## src/stDataPkg.sv

```systemverilog
// shared widths, vector types, spi command codes, ram state enum and bus structs
`default_nettype none

package stDataPkg;

	typedef logic [15:0] wordT;     // ram word / control word
	typedef logic [22:0] addrT;     // ram word address
	typedef logic [7:0]  byteT;     // status or spi payload byte
	typedef logic [9:0]  acsiWordT; // {addr[1:0], data[7:0]}
	typedef logic [4:0]  dmaIdxT;   // status byte index
	typedef logic [1:0]  busCycleT; // slot 3 comes right before the io slot

	// ram host command codes as seen on the sdram host state bits
	typedef enum logic [2:0] {
		ramInit  = 3'b101,
		ramIdle  = 3'b001,
		ramWrite = 3'b011,
		ramRead  = 3'b010
	} ramStateE;

	// first spi byte of a transfer
	localparam byteT cmdSetAddr  = 8'd1;
	localparam byteT cmdWriteRam = 8'd2;
	localparam byteT cmdReadRam  = 8'd3;
	localparam byteT cmdSetCtrl  = 8'd4;
	localparam byteT cmdReadDma  = 8'd5;
	localparam byteT cmdDmaAck   = 8'd6;
	localparam byteT cmdReadAcsi = 8'd7;

	localparam int ramWords      = 4096;             // modelled ram depth
	localparam int ramAddrW      = $clog2(ramWords); // upper address bits ignored
	localparam int acsiFifoDepth = 8;
	localparam int acsiPtrW      = $clog2(acsiFifoDepth);

	typedef struct packed {
		ramStateE state;
		addrT     addr;
		wordT     wData; // write data
	} ramReqS;

	typedef struct packed {
		logic     available; // fifo not empty
		acsiWordT data;      // head entry
	} acsiOutS;

endpackage

`default_nettype wire
```

## src/dmaStatus.sv

```systemverilog
// 32 byte status register file with load port and ack clear of the busy byte
`timescale 1ns/1ps
`default_nettype none

module dmaStatus (
	input  wire clk_8,
	input  wire ss,
	// load port
	input  wire statusWe,
	input  wire stDataPkg::dmaIdxT statusIdx,
	input  wire stDataPkg::byteT statusData,
	// client side
	input  wire stDataPkg::dmaIdxT dmaIdx,
	output stDataPkg::byteT dmaData,
	input  wire dmaAck // sck domain pulse
);

	stDataPkg::byteT regs [32];
	logic [2:0] ackSync; // two flops plus edge history
	logic ackRise;

	assign ackRise = ackSync[1] && !ackSync[2];
	assign dmaData = regs[dmaIdx];

	always_ff @(posedge clk_8, posedge ss) begin
		if (ss) begin
			ackSync <= '0;
			for (int i = 0; i < 32; i++)
				regs[i] <= '0;
		end else begin
			ackSync <= {ackSync[1:0], dmaAck};
			if (statusWe)
				regs[statusIdx] <= statusData;
			if (ackRise)
				regs[0] <= '0; // busy byte cleared even over a load
		end
	end

endmodule

`default_nettype wire

```

## config.mk

```make
export PLATFORM = sky130hd
export DESIGN_NAME = dmaStatus
export DESIGN_NICKNAME = d
export VERILOG_FILES = /design/src/stDataPkg.sv /design/src/dmaStatus.sv
export SDC_FILE = /design/constraint.sdc
export NUM_CORES = 1
export LEC_CHECK = 0
export ABC_AREA = 1
export BUFFER_PORTS_ARGS = -buffer_cell sky130_fd_sc_hd__buf_2
export CORE_MARGIN = 4
export CORE_UTILIZATION = 63
export CTS_CLUSTER_SIZE = 8
export DETAILED_ROUTE_END_ITERATION = 12
export PLACE_DENSITY = 0.78
export SLEW_MARGIN = 15
export SYNTH_ARGS = -nofsm -noshare
export SYNTH_HDL_FRONTEND = slang
export SYNTH_SLANG_ARGS = --single-unit
export TNS_END_PERCENT = 5
```

## constraint.sdc

```tcl
create_clock -name clk_8 -period 8.6 [get_ports clk_8]
set_input_delay 0 -clock clk_8 [delete_from_list [all_inputs] [get_ports clk_8]]
set_output_delay 0 -clock clk_8 [all_outputs]
set_load 0.005 [all_outputs]
```

==> flow_summary_export.csv <==
group,metric,value,unit
status,status,"finished clean",
global_route,grt_use_total,29.7,%
critical_path,crit_path_frequent_cell,"nand2_1",
finish,area_growth,8.53,%
clock_network,cts_inserted_buffers,38,
floorplan,die_x,146,µm
critical_path,r2r_cells,4,
worst_hold_path,min_path_cells,4,
global_route,grt_pass1_wl,51400,µm
critical_path,crit_family,"buffers and inverters",
detailed_routing,drt_iter0_drc,986,
placed_design,hpwlAfterDp,17800,µm
worst_hold_path,hp-class,"input pin to flip-flop",
sta,worst_slew_pin_slew,1.17,ns
detailed_routing,antenna_left,0,
floorplan,die-height,146,µm
detailed_routing,dr.pass1.iters,5,
pwr,max-vdd-ir-drop,0.194,mV
detailed_routing,routedWlPerCell,18.2,µm
placed_design,place_inst,1669,
pwr,p_leak,6.27,nW
critical_path,slowest_stage,"buf_4",
logic_synthesis,synth_edf_count,0,
critical_path,end_kind,"primary output",
critical_path,worstSetupStartpointType,"input pin",
sta,post-route-period-util,28.9,%
logic_synthesis,syn_inst,1501,
clock_network,clkLatencyLatePin,0.50,ns
finish,nFillCells,1484,
logic_synthesis,netlist_top_cells_area,"dfrtp_1, nand2_1, nand3_1, o21ai_0, o21ai_1",
clock_network,clk_pin_slew_worst_paths,0.05,ns
logic_synthesis,synth-seq-cells,259,
clock_network,ctsResizeCount,0,
logic_synthesis,syn_area,12000,µm²
clock_network,post-cts-setup-buffers,0,
sta,setup_viol,0,
run,cap_violations,0,
sta,fin_crit,2.49,ns
sta,relSlewSlack,21.7,%
finish,drive_above_1_share,7.85,%
clock_network,clk_path_buf_depth,3,
finish,fin_area,13000,µm²
placed_design,place_area,12000,µm²
detailed_routing,vias,10100,
logic_synthesis,synth_ff_type,"dfrtp_1",
logic_synthesis,async_flop_share,100,%
placed_design,place_congestion,0.840,
critical_path,crit_type,"input pin to primary output",
sta,rsz0062_at_grt,"no",
global_route,antenna_found_initial,0,
clock_network,cts_tree,"built",
finish,finalNonFillerCells,1712,
logic_synthesis,yosysTopAreaCell,"dfrtp_1",
sta,skew,0.00445,ns
logic_synthesis,yosysTopAreaCellShare,54.0,%
clock_network,htree_levels,2,
sta,clock.fmax,0.402,GHz
logic_synthesis,synth_nets,1523,
clock_network,hold_buffers,2,
detailed_routing,drc,0,
finish,antenna_cells,0,
critical_path,slowest_delay,0.85,ns
critical_path,critPathBufInv,4,
critical_path,worst-path-max-fanout,88,
clock_network,cts.sinks,259,
logic_synthesis,yosys_warnings,0,
global_route,grt.overflow.total,0,
placed_design,io_buffers,29,
global_route,grt_pass1_vias,9726,
clock_network,cts_root_buf,"clkbuf_16",
logic_synthesis,ys_top_cells_by_count,"nand2_1, dfrtp_1, nand3_1",
floorplan,die_area,21300,µm²
floorplan,io_pins,30,
detailed_routing,drt-vias-per-instance,5.87,
logic_synthesis,yosysMostFrequentCell,"nand2_1",
logic_synthesis,syn_area_per_cell,8.00,µm²
critical_path,path_depth,12,
logic_synthesis,post_synth_num_cell_types,22,
floorplan,start_util,64.2,%
sta,hold_viol_final,0,
finish,layout.nets,1499,
logic_synthesis,ys_seq_area_share,54.0,%
pwr,power.density,254,nW/µm²
sta,timing.setup.tns,0,ns
floorplan,num_rows,50,
critical_path,worstPathArrival,2.49,ns
critical_path,path_cells,"buf_4, inv_4, buf_4, nand2_1, nand3_1, nand3_1, nand2_1, nand2_1, nand2_1, nand2_1, nand2_1, buf_2",
sta,maxSlewViolCount,0,
floorplan,core_area,18700,µm²
detailed_routing,routed_wl,31100,µm
global_route,grt_max_degree,116,
critical_path,required,8.60,ns
==> cell usage in the layout, fill, tap and decap left out <==
master | Yosys | routed
a21oi_1 | 8 | 8
buf_2 | 35 | 28
buf_4 | 0 | 13
clkbuf_16 | 0 | 39
clkinvlp_4 | 0 | 1
dfrtp_1 | 259 | 259
dlygate4sd3_1 | 0 | 2
inv_1 | 27 | 25
inv_2 | 2 | 2
inv_4 | 2 | 3
inv_6 | 0 | 1
inv_8 | 0 | 1
nand2_1 | 624 | 624
nand2_2 | 8 | 8
nand2_4 | 1 | 1
nand3_1 | 195 | 195
nor2_1 | 9 | 9
nor2_2 | 1 | 1
nor3_2 | 3 | 3
nor3_4 | 5 | 5
nor4_4 | 1 | 1
o21ai_0 | 173 | 173
o21ai_1 | 59 | 59
o21ai_2 | 9 | 9
o22ai_1 | 8 | 8
==> worst reg2reg max path, cell delays in order (launching register included) <==
cell and delay (ns):
dfrtp_1 0.36, inv_1 0.05, nand2_1 0.09, o21ai_1 0.38, o22ai_1 0.16
==> metal layers <==
layer	wire length (µm)	global-route usage, %	vias up
li1	-	-	4814
met1	13200	41.6	4786
met2	14900	47.8	385
met3	2220	5.09	65
met4	838	9.45	0
met5	0	0	-
==> cells by family (layout without fill, tap and decap cells) <==
kind of cell	count (synthesis)	in the layout	share of synthesized area [%]
buffers and inverters	138	115	5.41
AO/OA/AOI/OAI	257	257	11.1
AND/OR/NAND/NOR	847	847	29.6
flip-flops	259	259	54.0
==> power breakdown <==
part           internal (mW)  total [mW]  switching, mW
clock                  0.793        1.29          0.494
sequential              1.44        1.56          0.119
combinational          0.175       0.467          0.292
==> per-stage QoR <==
step / power [mW] / utilization, % / hold slack [ns] / setup slack (ns)
detailed placement: 2.04 / 64.3 / 0.112 / 6.01
CTS: 3.32 / 69.7 / 0.0183 / 5.98
global placement: 2.01 / 64.3 / 0.109 / 6.02
global route: 3.48 / 69.7 / 0.0529 / 5.68
floorplan: 1.90 / - / 0.0314 / 1.47
finish: 3.31 / 69.7 / 0.0315 / 6.11
==> flip-flops by register name, indices dropped and copies added (netlist names) <==
register	count
ackSync	3
regs	256
==> worst paths after layout <==
kind                         startpoint    endpoint  slack, ns
max                           dmaIdx[0]  dmaData[1]       6.11
min                        statusIdx[4]   regs[130]       0.03
max in group asynchronous            ss    regs[44]       6.14
min in group asynchronous            ss   regs[204]       0.19
min reg2reg                  ackSync[0]  ackSync[1]       0.35
max reg2reg                  ackSync[2]   regs[253]       7.39
==> final cells by class <==
class | instances | area, µm² | share of cell area (%)
flip-flops and latches | 259 | 6480 | 49.7
multi-input cells | 1104 | 4880 | 37.4
clock buffers | 39 | 976 | 7.49
well taps | 234 | 293 | 2.25
repair buffers | 43 | 258 | 1.98
inverters | 31 | 131 | 1.01
clock inverters | 2 | 16.3 | 0.125
(Power assumes the default switching activity.)
