===== src/stDataPkg.sv =====
// shared widths, vector types, spi command codes, ram state enum and bus structs
`default_nettype none

package stDataPkg;

	typedef logic [15:0] wordT;     // ram word / control word
	typedef logic [22:0] addrT;     // ram word address
	typedef logic [7:0]  byteT;     // status or spi payload byte
	typedef logic [9:0]  acsiWordT; // {addr[1:0], data[7:0]}
	typedef logic [4:0]  dmaIdxT;   // status byte index
	typedef logic [1:0]  busCycleT; // slot 3 comes right before the io slot

	// ram host command codes as seen on the sdram host state bits
	typedef enum logic [2:0] {
		ramInit  = 3'b101,
		ramIdle  = 3'b001,
		ramWrite = 3'b011,
		ramRead  = 3'b010
	} ramStateE;

	// first spi byte of a transfer
	localparam byteT cmdSetAddr  = 8'd1;
	localparam byteT cmdWriteRam = 8'd2;
	localparam byteT cmdReadRam  = 8'd3;
	localparam byteT cmdSetCtrl  = 8'd4;
	localparam byteT cmdReadDma  = 8'd5;
	localparam byteT cmdDmaAck   = 8'd6;
	localparam byteT cmdReadAcsi = 8'd7;

	localparam int ramWords      = 4096;             // modelled ram depth
	localparam int ramAddrW      = $clog2(ramWords); // upper address bits ignored
	localparam int acsiFifoDepth = 8;
	localparam int acsiPtrW      = $clog2(acsiFifoDepth);

	typedef struct packed {
		ramStateE state;
		addrT     addr;
		wordT     wData; // write data
	} ramReqS;

	typedef struct packed {
		logic     available; // fifo not empty
		acsiWordT data;      // head entry
	} acsiOutS;

endpackage

`default_nettype wire

===== src/acsiOutFifo.sv =====
// eight entry acsi output fifo popped on strobe rising edge
`timescale 1ns/1ps
`default_nettype none

module acsiOutFifo (
	input  wire clk_8,
	input  wire ss,
	input  wire acsiPush,
	input  wire stDataPkg::acsiWordT acsiPushData,
	output logic acsiFull,
	output stDataPkg::acsiOutS acsiOut,
	input  wire acsiOutStrobe // sck domain
);

	stDataPkg::acsiWordT mem [stDataPkg::acsiFifoDepth];
	logic [stDataPkg::acsiPtrW:0] wrPtr; // extra bit tells full from empty
	logic [stDataPkg::acsiPtrW:0] rdPtr;
	logic [2:0] strobeSync;
	logic empty;
	logic push;
	logic pop;

	assign empty    = (wrPtr == rdPtr);
	assign acsiFull = (wrPtr[stDataPkg::acsiPtrW] != rdPtr[stDataPkg::acsiPtrW])
		&& (wrPtr[stDataPkg::acsiPtrW-1:0] == rdPtr[stDataPkg::acsiPtrW-1:0]);
	assign push = acsiPush && !acsiFull;                   // full drops it
	assign pop  = strobeSync[1] && !strobeSync[2] && !empty; // empty stays empty
	assign acsiOut = '{available: !empty, data: mem[rdPtr[stDataPkg::acsiPtrW-1:0]]};

	always_ff @(posedge clk_8, posedge ss) begin
		if (ss) begin
			wrPtr      <= '0;
			rdPtr      <= '0;
			strobeSync <= '0;
		end else begin
			strobeSync <= {strobeSync[1:0], acsiOutStrobe};
			if (push)
				wrPtr <= wrPtr + (stDataPkg::acsiPtrW + 1)'(1);
			if (pop)
				rdPtr <= rdPtr + (stDataPkg::acsiPtrW + 1)'(1);
		end
	end

	always_ff @(posedge clk_8) begin
		if (push)
			mem[wrPtr[stDataPkg::acsiPtrW-1:0]] <= acsiPushData;
	end

endmodule

`default_nettype wire


===== config.mk =====
export PLATFORM = sky130hd
export DESIGN_NAME = acsiOutFifo
export DESIGN_NICKNAME = d
export VERILOG_FILES = /design/src/stDataPkg.sv /design/src/acsiOutFifo.sv
export SDC_FILE = /design/constraint.sdc
export NUM_CORES = 1
export LEC_CHECK = 0
export ABC_AREA = 1
export BUFFER_PORTS_ARGS = -buffer_cell sky130_fd_sc_hd__buf_2
export CAP_MARGIN = 15
export CORE_MARGIN = 5
export CORE_UTILIZATION = 55
export DETAILED_ROUTE_END_ITERATION = 12
export PLACE_DENSITY = 0.82
export SLEW_MARGIN = 40
export SYNTH_ARGS = -nofsm -noshare
export SYNTH_HDL_FRONTEND = slang
export SYNTH_SLANG_ARGS = --single-unit

===== constraint.sdc =====
create_clock -name clk_8 -period 2.12 [get_ports clk_8]
set_input_delay 0.424 -clock clk_8 [delete_from_list [all_inputs] [get_ports clk_8]]
set_output_delay 0.424 -clock clk_8 [all_outputs]
set_load 0.03 [all_outputs]

==> impl_results.md <==
* Yosys reg bits at 91
* Core area at about 6700 sq um
* P_int at about 3.6 mW
* # hold bufs at CTS at 0
* Core Util, Final at 63.63%
* Pin count of the biggest net entering global routing at 25
* Final Cycle Share at about 100%
* Total power at 6.044 mW
* Via count at around 2500
* Endpoints failing setup at 0
* Slew headroom at between 70% and 80%
* Comb pwr share at 42.7%
* Cells after synthesis at 320
* Die X at roughly 90 microns
* Hold_ws at 0.04002 ns
* Crit path arrival time at ~1.7 ns
* Worst min-delay path class: in -> async
* Placed inst area at 4031 sq um
* Mapped cell area at 3744 sq um
* Minimum clock period at ~2.1 ns
* Yosys cell types at 24
* Critical path type: reg -> out
* Avg WL per Cell at ~18 microns
* Register share of total power at 39.9%
* Worst r2r path cells at 10
* Startpoint Class: flop
* Synth top area cells: edfxtp_1 (64%), dfrtp_1 (7.4%), nand2_1 (6.4%)
* R2r endpoint: mem[2][9]
* Initial antenna violation count at 0
* Fin. Hold Viols at 0
* Syn-to-layout area delta at 14.20%
* Final Cell Area at approximately 4300 sq um
* Clk sink count at between 90 and 100
* Vias in the first global route at ~2300
* Routed vias/inst at between 5 and 6
* Mapped Avg Cell Area at between 10 and 15 sq um
* Pwr Density at ~1400 nW/um^2
* Hpwl dp at ~5100 microns
* Fin cells at 446
* R2r setup slk at approximately 0.26 ns
* First-pass GRT wire length at between 10000 and 15000 microns
* Drt drc at 0
* RSZ-0062 raised after global routing: true
* Grt ovf at 0
* Outcome: finished, final reports clean
* Placed insts at ~430
* Num ports at 26
* Total global-route track usage at around a fifth
* Post-route ant nets at 0
* Row Count at 30
* Reg clk slew, reported paths at ~0.09 ns
* Clock Power Share at 17.4%
* CTS tree: done
* Seq/Total Area, Yosys at 71.52%
* Crit. Startpoint: rdPtr[0]
* DP Worst Slack at 0.3095 ns
* H-tree depth at 3
* Syn nets at 336
* Worst setup margin at ~0.016 ns
* Synth warnings at 0
* CTS max path bufs at 2
* Drt first pass iters at 4
* WP data required at between 1.5 and 2 ns
* PortBufs at 25
* Crit end category: output pin
* Yosys top cell by area: edfxtp_1
* Initial drt markers at around 260
* Worst Tran Pin Value at between 0.4 and 0.5 ns
* Final Slew Violations at 0
* Nets at about 380
* Fill cells at 486
* TNS Setup at 0 ns
* GP Congestion at between 0.7 and 0.8
* Chip Height at slightly above 90 microns
* Worst IR drop on VDD at roughly 0.46 mV
* Crit path to: acsiOut[9]
* CTS Buf Count at 9
* CTS root buffer: clkbuf_8
* Reg2reg start: rdPtr[0]
* Die Area at 8556 sq um
* F_max at 475.4 MHz
* Routed WL at about 7800 microns
* Diodes inserted at 0
* Sw Ratio at between 40% and 50%
* Final Skew at between 0.006 and 0.007 ns
* Synth top area share at between 60 and 70%
* Initial core utilization at ~56%
* Ratio of cells with drive above 1 in the final layout at between 20% and 30%
* Switch Pwr at about 2.5 mW
* Worst-path fanout max at 22
* Leak at roughly 1.6 nW
* Max Cap Viol at 0
* Worst skew pair latency at approximately 0.36 ns
power by group through the flow:
stage	Combinational (mW)	Sequential [mW]	Clock [mW]
2_1_floorplan	1.72	2.39	0
3_3_place_gp	2.35	2.42	0
3_5_place_dp	2.43	2.43	0
4_1_cts	2.49	2.40	1.07
5_1_grt	2.80	2.44	1.13
6_report	2.58	2.41	1.05
timing repair:
action | 4_1_cts | 5_1_grt
setup endpoints to repair | 9 | 12
resized for setup | 3 | 17
hold endpoints to repair | 0 | 0
setup buffers | 3 | 1
pin swaps | 0 | 2
critical path, stage by stage (launching register included):
cell,delay [ns]
dfrtp_2,0.46
inv_4,0.11
buf_12,0.15
nor2_1,0.05
o22ai_1,0.18
nand2_1,0.08
nand2_1,0.10
buf_2,0.20
layer usage:
metal  GRT usage, %  part of all wire (%)  wire (microns)
met5              0                     0               0
met3          2.762                   5.6             440
met4          8.416                   2.2             171
met1          25.46                    42            3289
met2          30.82                    50            3906
registers in the layout (all words and copies together) (netlist names):
name	flops
mem	80
wrPtr	4
rdPtr	4
strobeSync	3
layout make-up:
type                            instances  area [sq um]  share of cell area (%)
Tap cell                               80         100.1                   2.341
Inverter                               15         58.81                   1.375
Sequential cell                        91          2681                   62.72
Multi-Input combinational cell        198         932.1                   21.80
Clock buffer                           10         127.6                   2.985
Clock inverter                          6         50.05                   1.171
Timing Repair Buffer                   46         325.3                   7.609
worst min path at each step:
stage | depth (start not counted) | to | startpoint
after floorplan | 1 | rdPtr[0] | ss
after global placement | 0 | strobeSync[1] | strobeSync[0]
after detailed placement | 0 | strobeSync[1] | strobeSync[0]
after CTS | 2 | wrPtr[3] | ss
after global routing | 2 | strobeSync[0] | ss
final | 2 | strobeSync[0] | ss
cell families after synthesis:
family,count (synthesis),share of synthesized area [%]
buffers and inverters,31,3.576
and+or+nand+nor,133,14.84
xor gates and xnor gates,2,0.4680
DFF,91,71.52
AOI/OAI and AO/OA,61,8.924
adders and majority gates,2,0.6683
cells in the mapped netlist:
cell      number
nor2_1        51
o22ai_1       20
nand2_4        1
buf_1          1
dfrtp_1       11
clkinv_1       1
nand3_1       10
edfxtp_1      80
or2_2          1
nand2_1       64
nand4_4        1
clkbuf_1       6
inv_2          3
a21oi_2        1
buf_6          1
buf_2          6
ha_1           2
xor2_1         2
clkbuf_2       2
nand2_2        4
o21ai_1        1
inv_1         11
o21ai_0       39
nand3_2        1
cell usage in the layout (no fill, tap or decap), drive strengths merged:
| master | count |
|---|---|
| ha | 2 |
| o22ai | 20 |
| xor2 | 2 |
| nand4 | 1 |
| inv | 16 |
| edfxtp | 80 |
| o21ai | 40 |
| clkbuf | 11 |
| or2 | 1 |
| a21oi | 1 |
| nand2 | 69 |
| clkinv | 1 |
| clkinvlp | 4 |
| nand3 | 11 |
| buf | 45 |
| nor2 | 51 |
| dfrtp | 11 |
Power figures use the tool's default switching activity.
